### src/hdl/core_ctrl_pkg.sv
package core_ctrl_pkg;

  ////////////////////////////////////////
  // Address types
  ////////////////////////////////////////

  typedef logic [31:0] addr_t;  // Fetch or target address

  localparam addr_t BOOT_ADDR  = 32'h0000_0080;  // First fetch after boot
  localparam addr_t DEBUG_ADDR = 32'h0000_0800;  // Debug entry point
  localparam addr_t PC_STEP    = 32'd4;          // Sequential increment

  ////////////////////////////////////////
  // State machine encodings
  ////////////////////////////////////////

  // Main controller
  typedef enum logic [1:0] {
    CTRL_RESET      = 2'd0,
    CTRL_BOOT_SET   = 2'd1,
    CTRL_FUNCTIONAL = 2'd2
  } ctrl_state_e;

  // Debug status is one-hot so the bits drive the outputs directly
  localparam int HAVERESET_IDX = 0;
  localparam int RUNNING_IDX   = 1;
  localparam int HALTED_IDX    = 2;

  typedef enum logic [2:0] {
    HAVERESET = 3'b001 << HAVERESET_IDX,
    RUNNING   = 3'b001 << RUNNING_IDX,
    HALTED    = 3'b001 << HALTED_IDX
  } debug_state_e;

  ////////////////////////////////////////
  // Fetch control
  ////////////////////////////////////////

  typedef enum logic [2:0] {
    PC_BOOT   = 3'd0,
    PC_BRANCH = 3'd1,
    PC_JUMP   = 3'd2,
    PC_DEBUG  = 3'd3,
    PC_DRET   = 3'd4
  } pc_mux_e;

  // Control transfer kind seen in ID
  typedef enum logic [1:0] {
    XFER_NONE   = 2'd0,
    XFER_BRANCH = 2'd1,
    XFER_JAL    = 2'd2,
    XFER_JALR   = 2'd3
  } xfer_e;

endpackage

### src/hdl/core_ctrl_top.sv
`timescale 1ns/1ps

module core_ctrl_top (
  input  logic                 clk,
  input  logic                 rst_n,
  input  logic                 fetch_enable_i,
  input  logic                 jr_stall_i,
  input  logic                 instr_valid_id_i,
  input  core_ctrl_pkg::xfer_e xfer_insn_i,
  input  core_ctrl_pkg::addr_t jump_target_i,
  input  logic                 branch_taken_ex_i,
  input  core_ctrl_pkg::addr_t branch_target_i,
  input  logic                 dret_insn_i,
  input  logic                 debug_req_i,
  output logic                 instr_req_o,
  output core_ctrl_pkg::addr_t fetch_addr_o,
  output logic                 halt_if_o,
  output logic                 halt_id_o,
  output logic                 is_decoding_o,
  output logic                 debug_mode_o,
  output logic                 debug_havereset_o,
  output logic                 debug_running_o,
  output logic                 debug_halted_o
);

  logic                   pc_set;
  core_ctrl_pkg::pc_mux_e pc_mux;
  logic                   debug_enter;    // Controller to status block
  logic                   debug_exit;
  logic                   boot;
  logic                   debug_pending;  // Status block back to controller

  ////////////////////////////////////////
  // Controller
  ////////////////////////////////////////

  ctrl_fsm u_ctrl_fsm (
    .clk               (clk),
    .rst_n             (rst_n),
    .fetch_enable_i    (fetch_enable_i),
    .jr_stall_i        (jr_stall_i),
    .instr_valid_id_i  (instr_valid_id_i),
    .xfer_insn_i       (xfer_insn_i),
    .branch_taken_ex_i (branch_taken_ex_i),
    .dret_insn_i       (dret_insn_i),
    .debug_pending_i   (debug_pending),
    .debug_mode_i      (debug_mode_o),
    .instr_req_o       (instr_req_o),
    .pc_set_o          (pc_set),
    .pc_mux_o          (pc_mux),
    .halt_if_o         (halt_if_o),
    .halt_id_o         (halt_id_o),
    .is_decoding_o     (is_decoding_o),
    .debug_enter_o     (debug_enter),
    .debug_exit_o      (debug_exit),
    .boot_o            (boot)
  );

  debug_status u_debug_status (
    .clk               (clk),
    .rst_n             (rst_n),
    .debug_req_i       (debug_req_i),
    .debug_enter_i     (debug_enter),
    .debug_exit_i      (debug_exit),
    .boot_i            (boot),
    .debug_pending_o   (debug_pending),
    .debug_mode_o      (debug_mode_o),
    .debug_havereset_o (debug_havereset_o),
    .debug_running_o   (debug_running_o),
    .debug_halted_o    (debug_halted_o)
  );

  ////////////////////////////////////////
  // Fetch address
  ////////////////////////////////////////

  pc_gen u_pc_gen (
    .clk             (clk),
    .rst_n           (rst_n),
    .pc_set_i        (pc_set),
    .pc_mux_i        (pc_mux),
    .instr_req_i     (instr_req_o),
    .halt_if_i       (halt_if_o),
    .branch_target_i (branch_target_i),
    .jump_target_i   (jump_target_i),
    .fetch_addr_o    (fetch_addr_o)
  );

endmodule

### src/hdl/ctrl_fsm.sv
`timescale 1ns/1ps

module ctrl_fsm (
  input  logic                   clk,
  input  logic                   rst_n,
  input  logic                   fetch_enable_i,     // Start fetching after reset
  input  logic                   jr_stall_i,         // Register jump operand not ready
  input  logic                   instr_valid_id_i,   // Valid instruction in ID
  input  core_ctrl_pkg::xfer_e   xfer_insn_i,        // Transfer kind decoded in ID
  input  logic                   branch_taken_ex_i,  // Branch resolved taken in EX
  input  logic                   dret_insn_i,        // dret decoded in ID
  input  logic                   debug_pending_i,    // Sticky debug request
  input  logic                   debug_mode_i,       // Core is in debug mode
  output logic                   instr_req_o,
  output logic                   pc_set_o,           // Load fetch address from pc_mux_o
  output core_ctrl_pkg::pc_mux_e pc_mux_o,
  output logic                   halt_if_o,
  output logic                   halt_id_o,
  output logic                   is_decoding_o,
  output logic                   debug_enter_o,      // Single-cycle pulse
  output logic                   debug_exit_o,       // Single-cycle pulse
  output logic                   boot_o              // Next state is boot set
);

  core_ctrl_pkg::ctrl_state_e state_q, state_n;

  logic jump_in_dec;  // JAL or JALR in ID
  logic dret_in_dec;  // dret in ID honoured only in debug mode

  assign jump_in_dec = instr_valid_id_i &&
                       ((xfer_insn_i == core_ctrl_pkg::XFER_JAL) ||
                        (xfer_insn_i == core_ctrl_pkg::XFER_JALR));
  assign dret_in_dec = instr_valid_id_i && dret_insn_i && debug_mode_i;

  ////////////////////////////////////////
  // Next state and outputs
  ////////////////////////////////////////

  always_comb begin
    state_n       = state_q;  // Hold by default
    instr_req_o   = 1'b1;
    pc_set_o      = 1'b0;
    pc_mux_o      = core_ctrl_pkg::PC_BOOT;
    halt_if_o     = 1'b0;
    halt_id_o     = 1'b0;
    is_decoding_o = 1'b0;
    debug_enter_o = 1'b0;
    debug_exit_o  = 1'b0;

    case (state_q)
      core_ctrl_pkg::CTRL_RESET: begin
        instr_req_o = 1'b0;  // No fetch until enabled
        if (fetch_enable_i) begin
          state_n = core_ctrl_pkg::CTRL_BOOT_SET;
        end
      end

      core_ctrl_pkg::CTRL_BOOT_SET: begin
        pc_set_o = 1'b1;  // Boot address loaded once
        pc_mux_o = core_ctrl_pkg::PC_BOOT;
        state_n  = core_ctrl_pkg::CTRL_FUNCTIONAL;
      end

      core_ctrl_pkg::CTRL_FUNCTIONAL: begin
        is_decoding_o = 1'b1;
        // One redirect per cycle in priority order
        if (branch_taken_ex_i) begin
          pc_set_o  = 1'b1;
          pc_mux_o  = core_ctrl_pkg::PC_BRANCH;
          halt_id_o = 1'b1;  // ID holds a wrong-path instruction
        end else if (debug_pending_i && !debug_mode_i) begin
          pc_set_o      = 1'b1;
          pc_mux_o      = core_ctrl_pkg::PC_DEBUG;
          debug_enter_o = 1'b1;
        end else if (jump_in_dec) begin
          halt_if_o = 1'b1;  // Stop sequential fetch behind the jump
          pc_mux_o  = core_ctrl_pkg::PC_JUMP;
          pc_set_o  = !jr_stall_i;  // Wait for the jump operand
        end else if (dret_in_dec) begin
          pc_set_o     = 1'b1;
          pc_mux_o     = core_ctrl_pkg::PC_DRET;
          debug_exit_o = 1'b1;
        end
      end

      default: begin
        instr_req_o = 1'b0;
        state_n     = core_ctrl_pkg::CTRL_RESET;  // Recover from unused code
      end
    endcase
  end

  assign boot_o = (state_n == core_ctrl_pkg::CTRL_BOOT_SET);

  ////////////////////////////////////////
  // State register
  ////////////////////////////////////////

  always_ff @(posedge clk or negedge rst_n) begin
    if (!rst_n) begin
      state_q <= core_ctrl_pkg::CTRL_RESET;
    end else begin
      state_q <= state_n;
    end
  end

endmodule

### src/hdl/debug_status.sv
`timescale 1ns/1ps

module debug_status (
  input  logic clk,
  input  logic rst_n,
  input  logic debug_req_i,        // External request, may be a single pulse
  input  logic debug_enter_i,      // Controller takes the request
  input  logic debug_exit_i,       // Controller executes dret
  input  logic boot_i,             // Controller is about to boot
  output logic debug_pending_o,
  output logic debug_mode_o,
  output logic debug_havereset_o,
  output logic debug_running_o,
  output logic debug_halted_o
);

  logic debug_req_q;   // Sticky request
  logic debug_mode_q;
  logic debug_mode_n;

  core_ctrl_pkg::debug_state_e status_q, status_n;

  ////////////////////////////////////////
  // Request and mode flag
  ////////////////////////////////////////

  // Kept across boot until debug mode is reached
  always_ff @(posedge clk or negedge rst_n) begin
    if (!rst_n) begin
      debug_req_q <= 1'b0;
    end else if (debug_req_i) begin
      debug_req_q <= 1'b1;
    end else if (debug_mode_q) begin
      debug_req_q <= 1'b0;  // Request served
    end
  end

  always_comb begin
    debug_mode_n = debug_mode_q;
    if (debug_enter_i) debug_mode_n = 1'b1;
    else if (debug_exit_i) debug_mode_n = 1'b0;
  end

  always_ff @(posedge clk or negedge rst_n) begin
    if (!rst_n) debug_mode_q <= 1'b0;
    else        debug_mode_q <= debug_mode_n;
  end

  assign debug_pending_o = debug_req_q;
  assign debug_mode_o    = debug_mode_q;

  ////////////////////////////////////////
  // Status machine
  ////////////////////////////////////////

  // Tracks the next mode value so status and flag change on the same edge
  always_comb begin
    status_n = status_q;
    case (status_q)
      core_ctrl_pkg::HAVERESET: begin
        if (debug_mode_n) status_n = core_ctrl_pkg::HALTED;
        else if (boot_i)  status_n = core_ctrl_pkg::RUNNING;
      end
      core_ctrl_pkg::RUNNING: if (debug_mode_n)  status_n = core_ctrl_pkg::HALTED;
      core_ctrl_pkg::HALTED:  if (!debug_mode_n) status_n = core_ctrl_pkg::RUNNING;
      default: status_n = core_ctrl_pkg::HAVERESET;  // Illegal one-hot value
    endcase
  end

  always_ff @(posedge clk or negedge rst_n) begin
    if (!rst_n) status_q <= core_ctrl_pkg::HAVERESET;
    else        status_q <= status_n;
  end

  assign debug_havereset_o = status_q[core_ctrl_pkg::HAVERESET_IDX];
  assign debug_running_o   = status_q[core_ctrl_pkg::RUNNING_IDX];
  assign debug_halted_o    = status_q[core_ctrl_pkg::HALTED_IDX];

endmodule

### src/hdl/pc_gen.sv
`timescale 1ns/1ps

module pc_gen (
  input  logic                   clk,
  input  logic                   rst_n,
  input  logic                   pc_set_i,         // Redirect this cycle
  input  core_ctrl_pkg::pc_mux_e pc_mux_i,         // Redirect target select
  input  logic                   instr_req_i,      // Fetch is active
  input  logic                   halt_if_i,        // Hold sequential fetch
  input  core_ctrl_pkg::addr_t   branch_target_i,
  input  core_ctrl_pkg::addr_t   jump_target_i,
  output core_ctrl_pkg::addr_t   fetch_addr_o
);

  core_ctrl_pkg::addr_t fetch_addr_q;
  core_ctrl_pkg::addr_t fetch_addr_n;
  core_ctrl_pkg::addr_t target;       // Selected redirect address
  core_ctrl_pkg::addr_t ret_addr_q;   // Return address for dret

  logic save_ret;

  ////////////////////////////////////////
  // Target select
  ////////////////////////////////////////

  always_comb begin
    case (pc_mux_i)
      core_ctrl_pkg::PC_BOOT:   target = core_ctrl_pkg::BOOT_ADDR;
      core_ctrl_pkg::PC_BRANCH: target = branch_target_i;
      core_ctrl_pkg::PC_JUMP:   target = jump_target_i;
      core_ctrl_pkg::PC_DEBUG:  target = core_ctrl_pkg::DEBUG_ADDR;
      core_ctrl_pkg::PC_DRET:   target = ret_addr_q;
      default:                  target = core_ctrl_pkg::BOOT_ADDR;
    endcase
  end

  // Redirect first, then sequential step, else hold
  always_comb begin
    if (pc_set_i) begin
      fetch_addr_n = target;
    end else if (instr_req_i && !halt_if_i) begin
      fetch_addr_n = fetch_addr_q + core_ctrl_pkg::PC_STEP;
    end else begin
      fetch_addr_n = fetch_addr_q;
    end
  end

  ////////////////////////////////////////
  // Registers
  ////////////////////////////////////////

  always_ff @(posedge clk or negedge rst_n) begin
    if (!rst_n) begin
      fetch_addr_q <= core_ctrl_pkg::BOOT_ADDR;
    end else begin
      fetch_addr_q <= fetch_addr_n;
    end
  end

  // Debug entry saves the address that would have been fetched
  assign save_ret = pc_set_i && (pc_mux_i == core_ctrl_pkg::PC_DEBUG);

  always_ff @(posedge clk) begin
    if (save_ret) begin
      ret_addr_q <= fetch_addr_q;
    end
  end

  assign fetch_addr_o = fetch_addr_q;

endmodule

### config.mk
export PLATFORM = sky130hd
export DESIGN_NAME = core_ctrl_top
export DESIGN_NICKNAME = d
export VERILOG_FILES = /design/src/hdl/core_ctrl_pkg.sv /design/src/hdl/core_ctrl_top.sv /design/src/hdl/ctrl_fsm.sv /design/src/hdl/debug_status.sv /design/src/hdl/pc_gen.sv
export SDC_FILE = /design/constraint.sdc
export NUM_CORES = 1
export LEC_CHECK = 0
export BUFFER_PORTS_ARGS = -buffer_cell sky130_fd_sc_hd__buf_2
export CAP_MARGIN = 15
export CORE_AREA = 2 2 90 92
export DETAILED_ROUTE_END_ITERATION = 8
export DIE_AREA = 0 0 92 94
export GPL_TIMING_DRIVEN = 0
export PLACE_DENSITY = 0.79
export REMOVE_ABC_BUFFERS = 1
export SYNTH_ARGS = -nofsm -noshare
export SYNTH_HDL_FRONTEND = slang
export SYNTH_SLANG_ARGS = --single-unit
### constraint.sdc
create_clock -name clk -period 5.64 [get_ports clk]
set_input_delay 0.282 -clock clk [delete_from_list [all_inputs] [get_ports clk]]
set_output_delay 0.282 -clock clk [all_outputs]
set_load 0.005 [all_outputs]
==> results of run 1 <==
## routing by layer
layer  vias to the layer above  track usage (%)
met2                       156             39.8
met3                        11             4.49
met1                      1703             32.4
met5                         -                0
met4                         0             9.20
li1                       1616                -
## worst min-delay path by stage
stage	startpoint	to	slack [ns]	depth (start not counted)
floorplan	rst_n	u_ctrl_fsm.state_q[0]	-0.01	0
global placement	u_pc_gen.fetch_addr_o[1]	u_pc_gen.ret_addr_q[1]	0.46	0
detailed placement	rst_n	u_debug_status.status_q[2]	0.47	1
CTS	rst_n	u_pc_gen.fetch_addr_o[25]	0.1	1
global route	debug_req_i	u_debug_status.debug_pending_o	0.12	2
finish	rst_n	u_pc_gen.fetch_addr_o[4]	0.08	1
## cells in the mapped netlist (all sizes together), types with 2 or more instances
cell type	number
a211oi	9
a21oi	13
a221o	3
a221oi	2
a222oi	29
a31oi	14
a41oi	2
and2	8
and3	13
and4	9
buf	18
clkbuf	5
dfrtp	37
dfstp	2
edfxtp	32
ha	5
inv	3
mux2i	4
nand2	17
nand2b	4
nand3	3
nand4	6
nor2	22
nor2b	3
nor3	8
o21a	13
o21ai	11
o221a	3
o22a	6
o32ai	12
xnor2	4
xor2	2
## worst max-delay path: cells and delay by family (launching register included)
kind                       cells  cell delay, ns
buffers and inverters          2            0.38
DFF                            1            0.42
adders and majority gates      1            0.38
AOI/OAI and AO/OA              2            0.70
and+or+nand+nor                1            0.79
## cells in the final DEF (no fill, tap or decap), types with 6 or more instances in the layout
cell type,instances
o21a_1,13
and2_1,7
nor2_1,21
a211oi_1,9
edfxtp_1,32
o22a_1,6
and3_1,12
a21oi_1,12
nand2_1,17
a31oi_1,13
and4_1,9
o32ai_2,11
a222oi_1,29
clkbuf_8,11
dfrtp_1,37
nand4_1,6
buf_2,112
o21ai_0,11
## where the power goes
group	internal, mW	switching (mW)	leakage, nW	total (mW)
clock	0.226	0.190	0.104	0.416
sequential	0.596	0.0680	0.789	0.664
combinational	0.134	0.132	1.08	0.266
## registers in the layout, summed over array words and instances, names as in the netlist
| register | flops |
|---|---|
| u_pc_gen.fetch_addr_o | 32 |
| u_ctrl_fsm.state_q | 2 |
| u_debug_status.debug_mode_o | 1 |
| u_debug_status.debug_pending_o | 1 |
| u_pc_gen.ret_addr_q | 32 |
| u_debug_status.status_q | 3 |
## through the flow
stage | instance area, um^2 | util, % | hold slack (ns) | setup slack [ns]
2_1_floorplan | 3770 | - | -0.0136 | 1.64
3_3_place_gp | 4460 | 58.7 | 0.455 | 0.333
3_5_place_dp | 4550 | 59.8 | 0.465 | 2.75
4_1_cts | 4750 | 62.4 | 0.0983 | 2.70
5_1_grt | 4760 | 62.6 | 0.125 | 2.50
6_report | 4760 | 62.6 | 0.0774 | 2.68
## final cells by class
cell class	count	area share (%)
clock buffers	12	3.26
clock inverters	4	0.920
inverters	3	0.236
multi-input cells	240	38.6
flip-flops and latches	71	40.7
well taps	102	2.68
repair buffers	119	13.6
## logic make-up (layout without fill, tap and decap cells)
group | Yosys count | after routing
and+or+nand+nor | 97 | 97
xor gates and xnor gates | 6 | 6
DFF | 71 | 71
adders and majority gates | 5 | 5
muxes | 4 | 4
AOI/OAI and AO/OA | 128 | 128
buffers and inverters | 26 | 138
==> qor.csv, run 1 <==
metric,value,unit
number of distinct library cells after synthesis,56,
yosys warns,0,
Synth Area in Compound Gates,28.6,%
Buffers on Ports,112,
Num CTS Buffers,9,
worst endpoint required time,5.69,ns
Bufs on Longest Clock Path,2,
gr usage total,24.3,%
Synth Area in XOR/XNOR,1.34,%
htree depth,3,
CP Cell Sequence,inv_1 -> ha_1 -> o21ai_0 -> a21o_2 -> nor3_2 -> buf_6,
first-pass GRT wire length,16500,um
# clock sinks,71,
routed wl met3,665,um
RePlAce Congestion,0.805,
Synth Cell Area,3920,um^2
setup TNS,0,ns
via count,3486,
Tot Pwr,1.35,mW
"Avg Cell Area, Syn",11.6,um^2
ANT cells,0,
critical path data arrival time,3.01,ns
initial antenna violation count,0,
final wirelength,10400,um
R2R Path Start,u_ctrl_fsm.state_q[0],
sequential cell area fraction in the yosys report,49.5,%
largest area contributor in the synthesized netlist,edfxtp_1,
PwrDens,283,nW/um^2
leakage power,1.97,nW
area share of the largest cell type after synthesis,24.5,%
RR Endpoint,u_pc_gen.ret_addr_q[29],
CTS tree,done,
Post-Synth Adder-Cell Area,1.60,%
highest metal used,met4,
outcome,"complete, no violations",
die area,8650,um^2
Clock transition at path regs,0.08,ns
Post-CTS Resized,0,
post-synthesis mux area share,1.02,%
max_slew headroom,34.0,%
CP startpoint kind,flop,
WL met1,4530,um
DR pass1 iterations,6,
crit path max fanout,15,
crit path time final,2.96,ns
Site Rows,32,
register area,1940,um^2
critical path's slowest cell,nor3_2,
max-cap violations,0,
Area Overhead vs Synth,21.6,%
share of cells above drive strength 1,36.5,%
Mapped Cells,337,
Post-CTS Setup Inserts,0,
DRC viols,0,
DR WL met2,5080,um
post-route ant nets,0,
GR Overflow Total,0,
largest cells by area after synthesis,"edfxtp_1 25%, dfrtp_1 24%, a222oi_1 7.4%, o32ai_2 4.6%, o21a_1 2.5%",
Setup CP Type,reg -> reg,
"Period Utilization, post-route",52.5,%
"non-filler cells, final",551,
core region area,7610,um^2
"FFs w/ async S/R, synth",54.9,%
type of the most critical hold path,in -> async,
Main synth FF type,dfrtp_1,
drt wl/cell,18.9,um
die span in x,92,um
area of the multi-input gates,1840,um^2
final net count,523,
largest family of logic cells by synthesized area,compound AO/OA/AOI/OAI gates,
peak supply drop,0.196,mV
Crit. End Element,flop,
critical path endpoint,u_pc_gen.ret_addr_q[29],
number of global-route vias before repair,3303,
# fillers,642,
RSZ-0062 raised after global routing,false,
drt via density,6.33,
Initial Util,51.5,%
worst slew pin tran,0.984,ns
Worst Setup SP,u_ctrl_fsm.state_q[0],
clk_lat worst skew,0.35,ns
max-slew violations,0,
clk_skew,0.0130,ns
I/O Pins,114,
area share of and/or/nand/nor cells after synthesis,14.0,%
Hold Buf Count CTS,0,
DR iter-0 viols,328,
final setup violation count,0,
max incr delay on CP,0.79,ns
R2R setup slack,2.68,ns
synthesis-stage register bit count,71,
placed insts,534,
Die Ht,94,um
Final Hold Viols,0,
Post-synth EDFFs,32,
Root Driver,clkbuf_8,
Max Freq,337,MHz
FF-to-FF path depth,6,
post-DP HPWL,7130,um
largest net degree at the start of global routing,40,
(Power assumes the default switching activity.)
==> run 2: changes to the inputs <==
--- a/config.mk
+++ b/config.mk
@@ -5,13 +5,14 @@
 export SDC_FILE = /design/constraint.sdc
 export NUM_CORES = 1
 export LEC_CHECK = 0
+export ABC_AREA = 1
 export BUFFER_PORTS_ARGS = -buffer_cell sky130_fd_sc_hd__buf_2
 export CAP_MARGIN = 15
-export CORE_AREA = 2 2 90 92
+export CORE_AREA = 2 2 95 97
 export DETAILED_ROUTE_END_ITERATION = 8
-export DIE_AREA = 0 0 92 94
+export DIE_AREA = 0 0 97 99
 export GPL_TIMING_DRIVEN = 0
-export PLACE_DENSITY = 0.79
+export PLACE_DENSITY = 0.8
 export REMOVE_ABC_BUFFERS = 1
 export SYNTH_ARGS = -nofsm -noshare
 export SYNTH_HDL_FRONTEND = slang
==> constraint.sdc (replaced) <==
create_clock -name clk -period 2.9 [get_ports clk]
set_input_delay 0.145 -clock clk [delete_from_list [all_inputs] [get_ports clk]]
set_output_delay 0.145 -clock clk [all_outputs]
set_load 0.005 [all_outputs]
==> run 2 against run 1 <==
Effect of this change: critical path depth is 1 higher; routed wire length increased by 16%; sequential power rose to 2.7 times the previous value; highest routed layer unchanged.
==> qor.csv, run 2 <==
metric,value,unit,change
Top delay family on crit path,buffers and inverters,,
clk_lat worst skew,0.35,ns,about the same
Hold Path Stages,3,,
final wirelength,12000,um,+16%
max incr delay on CP,0.57,ns,-0.22 ns
Tot Pwr,5.17,mW,+280%
outcome,"complete, no violations",,
first-pass GRT wire length,19900,um,+21%
Bufs on Longest Clock Path,2,,unchanged
crit path max fanout,21,,+6
die span in x,97,um,+5.4%
worst slew pin tran,1.09,ns,+0.102 ns
crit path time final,2.71,ns,
# clock sinks,71,,unchanged
most frequent cells in the layout,"290 x nand2_1, 112 x buf_2, 88 x nand3_1",,
setup ws final,0.187,ns,-2.49 ns
DR pass1 iterations,5,,-1
Clock transition at path regs,0.09,ns,about the same
Post-synth top cells,"291 x nand2_1, 88 x nand3_1, 60 x nor2_1",,
largest net degree at the start of global routing,41,,+2.5%
CTS tree,done,,
Placement Setup Slack,-0.648,ns,-3.40 ns
critical path data arrival time,2.57,ns,-0.44 ns
area share of the largest cell type after synthesis,24.0,%,-0.57 points
share of cells above drive strength 1,19.8,%,-17 points
max-cap violations,0,,unchanged
Layout Utilization,63.1,%,+0.48 points
placed instance area,5120,um^2,+13%
synthesis-stage register bit count,71,,unchanged
max-slew violations,0,,unchanged
largest cells by area after synthesis,"nand2_1 24%, edfxtp_1 21%, dfrtp_1 20%, nand3_1 9.7%, nor2_1 4.9%",,
die area,9600,um^2,+11%
FF-to-FF path depth,7,,+1
htree depth,3,,unchanged
"FFs w/ async S/R, synth",54.9,%,unchanged
Crit. End Element,primary output,,
critical path's slowest cell,inv_1,,
RSZ-0062 raised after global routing,false,,
core region area,8550,um^2,+12%
"Period Utilization, post-route",93.5,%,
type of the most critical hold path,in -> reg,,
post-route ant nets,0,,unchanged
final net count,850,,+63%
clk_skew,0.0156,ns,+0.00262 ns
number of distinct library cells after synthesis,30,,-46%
peak supply drop,0.494,mV,+150%
CP Cell Sequence,inv_1 -> ha_1 -> nand2_2 -> nor2_4 -> nand2_2 -> inv_1 -> buf_2,,
initial antenna violation count,0,,unchanged
gr usage total,25.6,%,+1.3 points
max_slew headroom,27.5,%,-6.5 points
final setup violation count,0,,unchanged
Setup CP Type,reg -> out,,
DRC viols,0,,unchanged
leakage power,2.69,nW,+36%
RePlAce Congestion,0.863,,+7.2%
number of global-route vias before repair,4263,,+29%
drt via density,5.15,,-19%
cell with the most instances after synthesis,nand2_1,,
ANT cells,0,,unchanged
PwrDens,958,nW/um^2,+240%
Initial Util,53.3,%,+1.8 points
post-DP HPWL,8650,um,+21%
Post-Layout Inst Area,5390,um^2,+13%
"commonest non-fill, non-tap cell in the layout",nand2_1,,
DR iter-0 viols,235,,-28%
"Avg Cell Area, Syn",6.83,um^2,-41%
Root Driver,clkbuf_8,,
CP bufs+invs,3,,+1
Num CTS Buffers,9,,unchanged
CP startpoint kind,flop,,
# fillers,773,,+20%
hold slack,0.0906,ns,+0.0132 ns
Synth Cell Area,4560,um^2,+16%
stages on the worst setup path,7,,+1
drt wl/cell,13.6,um,-28%
sequential cell area fraction in the yosys report,42.5,%,-7.0 points
via count,4550,,+31%
I/O Pins,114,,unchanged
Site Rows,34,,+6.3%
Mapped Cells,667,,+98%
Post-synth EDFFs,32,,unchanged
Final Hold Viols,0,,unchanged
largest area contributor in the synthesized netlist,nand2_1,,
worst endpoint required time,2.76,ns,-2.93 ns
Main synth FF type,dfrtp_1,,
Die Ht,99,um,+5.3%
Max Freq,369,MHz,
yosys warns,0,,unchanged
Buffers on Ports,112,,unchanged
GR Overflow Total,0,,unchanged
Area Overhead vs Synth,18.3,%,
[run 2: worst paths after layout]
| kind | slack, ns | endpoint | from |
|---|---|---|---|
| worst max-delay path | 0.19 | halt_if_o | u_ctrl_fsm.state_q[0] |
| worst min-delay path | 0.09 | u_ctrl_fsm.state_q[0] | fetch_enable_i |
| worst max register to register | 0.30 | u_pc_gen.ret_addr_q[30] | u_ctrl_fsm.state_q[0] |
| worst min register to register | 0.49 | u_pc_gen.ret_addr_q[0] | u_pc_gen.fetch_addr_o[0] |
| max in group asynchronous | 1.85 | u_pc_gen.fetch_addr_o[10] | rst_n |
| min in group asynchronous | 0.47 | u_debug_status.debug_pending_o | rst_n |
[run 2: stage by stage]
step                      std cells  setup TNS [ns]
final                           884               0
after detailed placement        866          -23.04
after CTS                       884               0
after global routing            884               0
after global placement          864         -100.95
after floorplan                 644          -43.58
[run 2: report_power, final]
| part | switching [mW] | leakage (nW) | total [mW] | internal, mW |
|---|---|---|---|---|
| Combinational | 1.58 | 1.81 | 2.43 | 0.852 |
| Clock | 0.403 | 0.113 | 0.915 | 0.513 |
| Sequential | 0.418 | 0.764 | 1.82 | 1.41 |
[run 2: final cells by class]
type | instances | area (um^2) | area share, %
clock inverters | 6 | 90.1 | 1.67
multi-input cells | 512 | 2260 | 41.9
repair buffers | 116 | 599 | 11.1
flip-flops and latches | 71 | 1940 | 36.0
well taps | 108 | 135 | 2.51
inverters | 61 | 233 | 4.31
clock buffers | 10 | 138 | 2.55
[run 2: tightest hold or removal path: stages]
cell	delay, ns
buf_2	0.10
nor2_1	0.09
nor3_1	0.07
[run 2: cells by family (layout without fill, tap and decap cells)]
logic type | after synthesis | count (layout) | share of synthesized area (%)
adders and majority gates | 5 | 5 | 1.37
AOI/OAI and AO/OA | 39 | 39 | 4.58
buffers and inverters | 84 | 193 | 8.40
and+or+nand+nor | 462 | 462 | 41.9
xor gates and xnor gates | 6 | 6 | 1.15
DFF | 71 | 71 | 42.5
[run 2: metal layers]
metal | vias up | wire length (um) | global-route usage, %
met4 | 0 | 180 | 7.37
met3 | 24 | 693 | 4.47
li1 | 2319 | - | -
met5 | - | 0 | 0
met2 | 173 | 5740 | 44.0
met1 | 2034 | 5410 | 33.4
[run 2: repair_timing]
action,in CTS,in global routing
endpoints found under the hold margin,38,0
hold buffers,2,0
setup buffers,0,0
endpoints found under the setup margin,62,48
resized for setup,3,2
==> run 3: changes to the inputs <==
--- a/config.mk
+++ b/config.mk
@@ -13,7 +13,6 @@
 export DIE_AREA = 0 0 97 99
 export GPL_TIMING_DRIVEN = 0
 export PLACE_DENSITY = 0.8
-export REMOVE_ABC_BUFFERS = 1
 export SYNTH_ARGS = -nofsm -noshare
 export SYNTH_HDL_FRONTEND = slang
 export SYNTH_SLANG_ARGS = --single-unit
==> constraint.sdc (replaced) <==
create_clock -name clk -period 2.95 [get_ports clk]
set_input_delay 0.1475 -clock clk [delete_from_list [all_inputs] [get_ports clk]]
set_output_delay 0.1475 -clock clk [all_outputs]
set_load 0.005 [all_outputs]
==> run 3 against run 2 <==
Effect of this change: total power is 6.3% higher; utilization grew 1.9 points; clock power up 13%; clock-buffer cell count shrank 1; global-route usage grew 2.9 points; register-to-register slack about the same; non-clock buffer count increased by 22; flip-flop and latch count is the same; combinational power grew 9.1%; first-iteration DRC count shrank 4.3%; clock skew shrank 0.0064 ns; final cell count grew 2.5%; critical path type is now reg -> reg; largest power group unchanged.
==> qor.csv, run 3 (synthesis results as in run 2) <==
metric,value,unit,change
RePlAce Congestion,0.943,,+9.3%
crit path time final,2.66,ns,
Die Ht,99,um,unchanged
Gate power share,48.2,%,+1.2 points
initial antenna violation count,0,,unchanged
Layout Utilization,65.0,%,+1.9 points
area of the multi-input gates,2250,um^2,-0.55%
Max Freq,376,MHz,
final net count,872,,+2.6%
placed instance area,5280,um^2,+3.1%
critical path data arrival time,2.71,ns,+0.14 ns
die area,9600,um^2,unchanged
largest net degree at the start of global routing,40,,-2.4%
Initial Util,53.3,%,unchanged
Site Rows,34,,unchanged
DR pass1 iterations,5,,unchanged
Final Hold Viols,0,,unchanged
via count,4801,,+5.5%
# fillers,800,,+3.5%
max_slew headroom,39.2,%,+12 points
Post-Layout Inst Area,5560,um^2,+3.1%
drt via density,5.30,,+3.0%
Root Driver,clkbuf_8,,
GR Overflow Total,0,,unchanged
"Period Utilization, post-route",90.2,%,
PwrDens,989,nW/um^2,+3.2%
net switching power,2.47,mW,+3.0%
Flop pwr share,33.1,%,-2.2 points
DR iter-0 viols,225,,-4.3%
worst endpoint required time,3.00,ns,+0.24 ns
drt wl/cell,14.7,um,+8.0%
most frequent cells in the layout,"291 x nand2_1, 124 x buf_2, 88 x nand3_1",,
Clock power frac,18.7,%,+1.0 points
Area Overhead vs Synth,22.0,%,
Buffers on Ports,112,,unchanged
max-slew violations,0,,unchanged
Placement Setup Slack,0.305,ns,+0.953 ns
post-route ant nets,0,,unchanged
setup ws final,0.288,ns,+0.101 ns
first-pass GRT wire length,22000,um,+10%
"commonest non-fill, non-tap cell in the layout",nand2_1,,
RSZ-0062 raised after global routing,false,,
max-cap violations,0,,unchanged
Setup CP Type,reg -> reg,,
Clock transition at path regs,0.08,ns,about the same
core region area,8550,um^2,unchanged
Tot Pwr,5.50,mW,+6.3%
CTS tree,done,,
outcome,"complete, no violations",,
"non-filler cells, final",906,,+2.5%
htree depth,3,,unchanged
crit path max fanout,20,,-4.8%
CP startpoint kind,flop,,
Crit. End Element,flop,,
Bufs on Longest Clock Path,2,,unchanged
final setup violation count,0,,unchanged
number of global-route vias before repair,4601,,+7.9%
sw frac,44.9,%,-1.4 points
post-DP HPWL,10200,um,+17%
"Net Count, Synth",746,,
type of the most critical hold path,in -> reg,,
share of cells above drive strength 1,21.2,%,+1.3 points
DRC viols,0,,unchanged
placed insts,888,,+2.5%
clk_lat worst skew,0.35,ns,about the same
I/O Pins,114,,unchanged
ANT cells,0,,unchanged
Cell Int Power,3.03,mW,+9.2%
# clock sinks,71,,unchanged
clk_skew,0.00922,ns,-0.00639 ns
register area,1940,um^2,unchanged
Num CTS Buffers,9,,unchanged
final wirelength,13300,um,+11%
peak supply drop,0.471,mV,-4.6%
die span in x,97,um,unchanged
worst slew pin tran,0.911,ns,-0.175 ns
leakage power,2.81,nW,+4.4%
gr usage total,28.4,%,+2.9 points
## run 3: cell types whose count changed in the layout (fill, tap and decap cells not counted), sizes merged
cell      previous run  this run
buf                114       133
clkbuf              10        12
clkinvlp             2         1
clkinv               1         2
inv                 62        61
bufinv               2         4
## run 3: final timing paths
kind / start / end / slack [ns] / cells past startpoint
max: u_ctrl_fsm.state_q[0] / u_pc_gen.ret_addr_q[9] / 0.29 / 9
min: fetch_enable_i / u_ctrl_fsm.state_q[0] / 0.06 / 3
max reg2reg: u_ctrl_fsm.state_q[0] / u_pc_gen.ret_addr_q[9] / 0.29 / 9
min reg2reg: u_pc_gen.fetch_addr_o[1] / u_pc_gen.ret_addr_q[1] / 0.47 / 0
max in group asynchronous: rst_n / u_pc_gen.fetch_addr_o[8] / 1.91 / 2
min in group asynchronous: rst_n / u_ctrl_fsm.state_q[0] / 0.46 / 2
## run 3: worst max-delay path, cell delays in order, from the launching register on
cell and delay (ns):
dfrtp_1 0.43, inv_1 0.10, ha_1 0.27, inv_1 0.08, a21oi_1 0.13, nand2_1 0.12
buf_6 0.17, buf_4 0.19, nor3_4 0.57, buf_8 0.28
## run 3: power groups by stage
stage	sequential [mW]	clock (mW)	combinational (mW)
detailed placement	1.83	0	2.62
global route	1.87	1.08	3.00
floorplan	1.72	0	1.81
global placement	1.82	0	2.55
CTS	1.81	1.04	2.64
finish	1.82	1.03	2.65
## run 3: layer usage
metal	vias up	GRT usage, %	share of wire (%)
li1	2373	-	-
met1	2212	37.9	43
met2	188	47.3	47
met3	28	3.76	7.0
met4	0	11.5	2.5
met5	-	0	0
## run 3: metrics by stage
step | setup TNS (ns) | hold WS, ns
after CTS | 0 | 0.0626
after detailed placement | 0 | 0.330
after floorplan | 0 | -0.148
final | 0 | 0.0641
after global routing | 0 | 0.0743
after global placement | -0.980 | 0.313
## run 3: timing repair
item | in CTS | in global routing
endpoints found under the hold margin | 38 | 0
gates resized for setup | 0 | 0
hold buffers | 2 | 0
buffers inserted | 0 | 0
## run 3: final cells by class
type	count	area share [%]
Timing Repair Buffer	115	10.7
Tap cell	108	2.43
Clock buffer	9	2.23
Clock inverter	7	2.43
Multi-Input combinational cell	512	40.4
Sequential cell	71	34.9
Inverter	61	4.12
Buffer	23	2.77
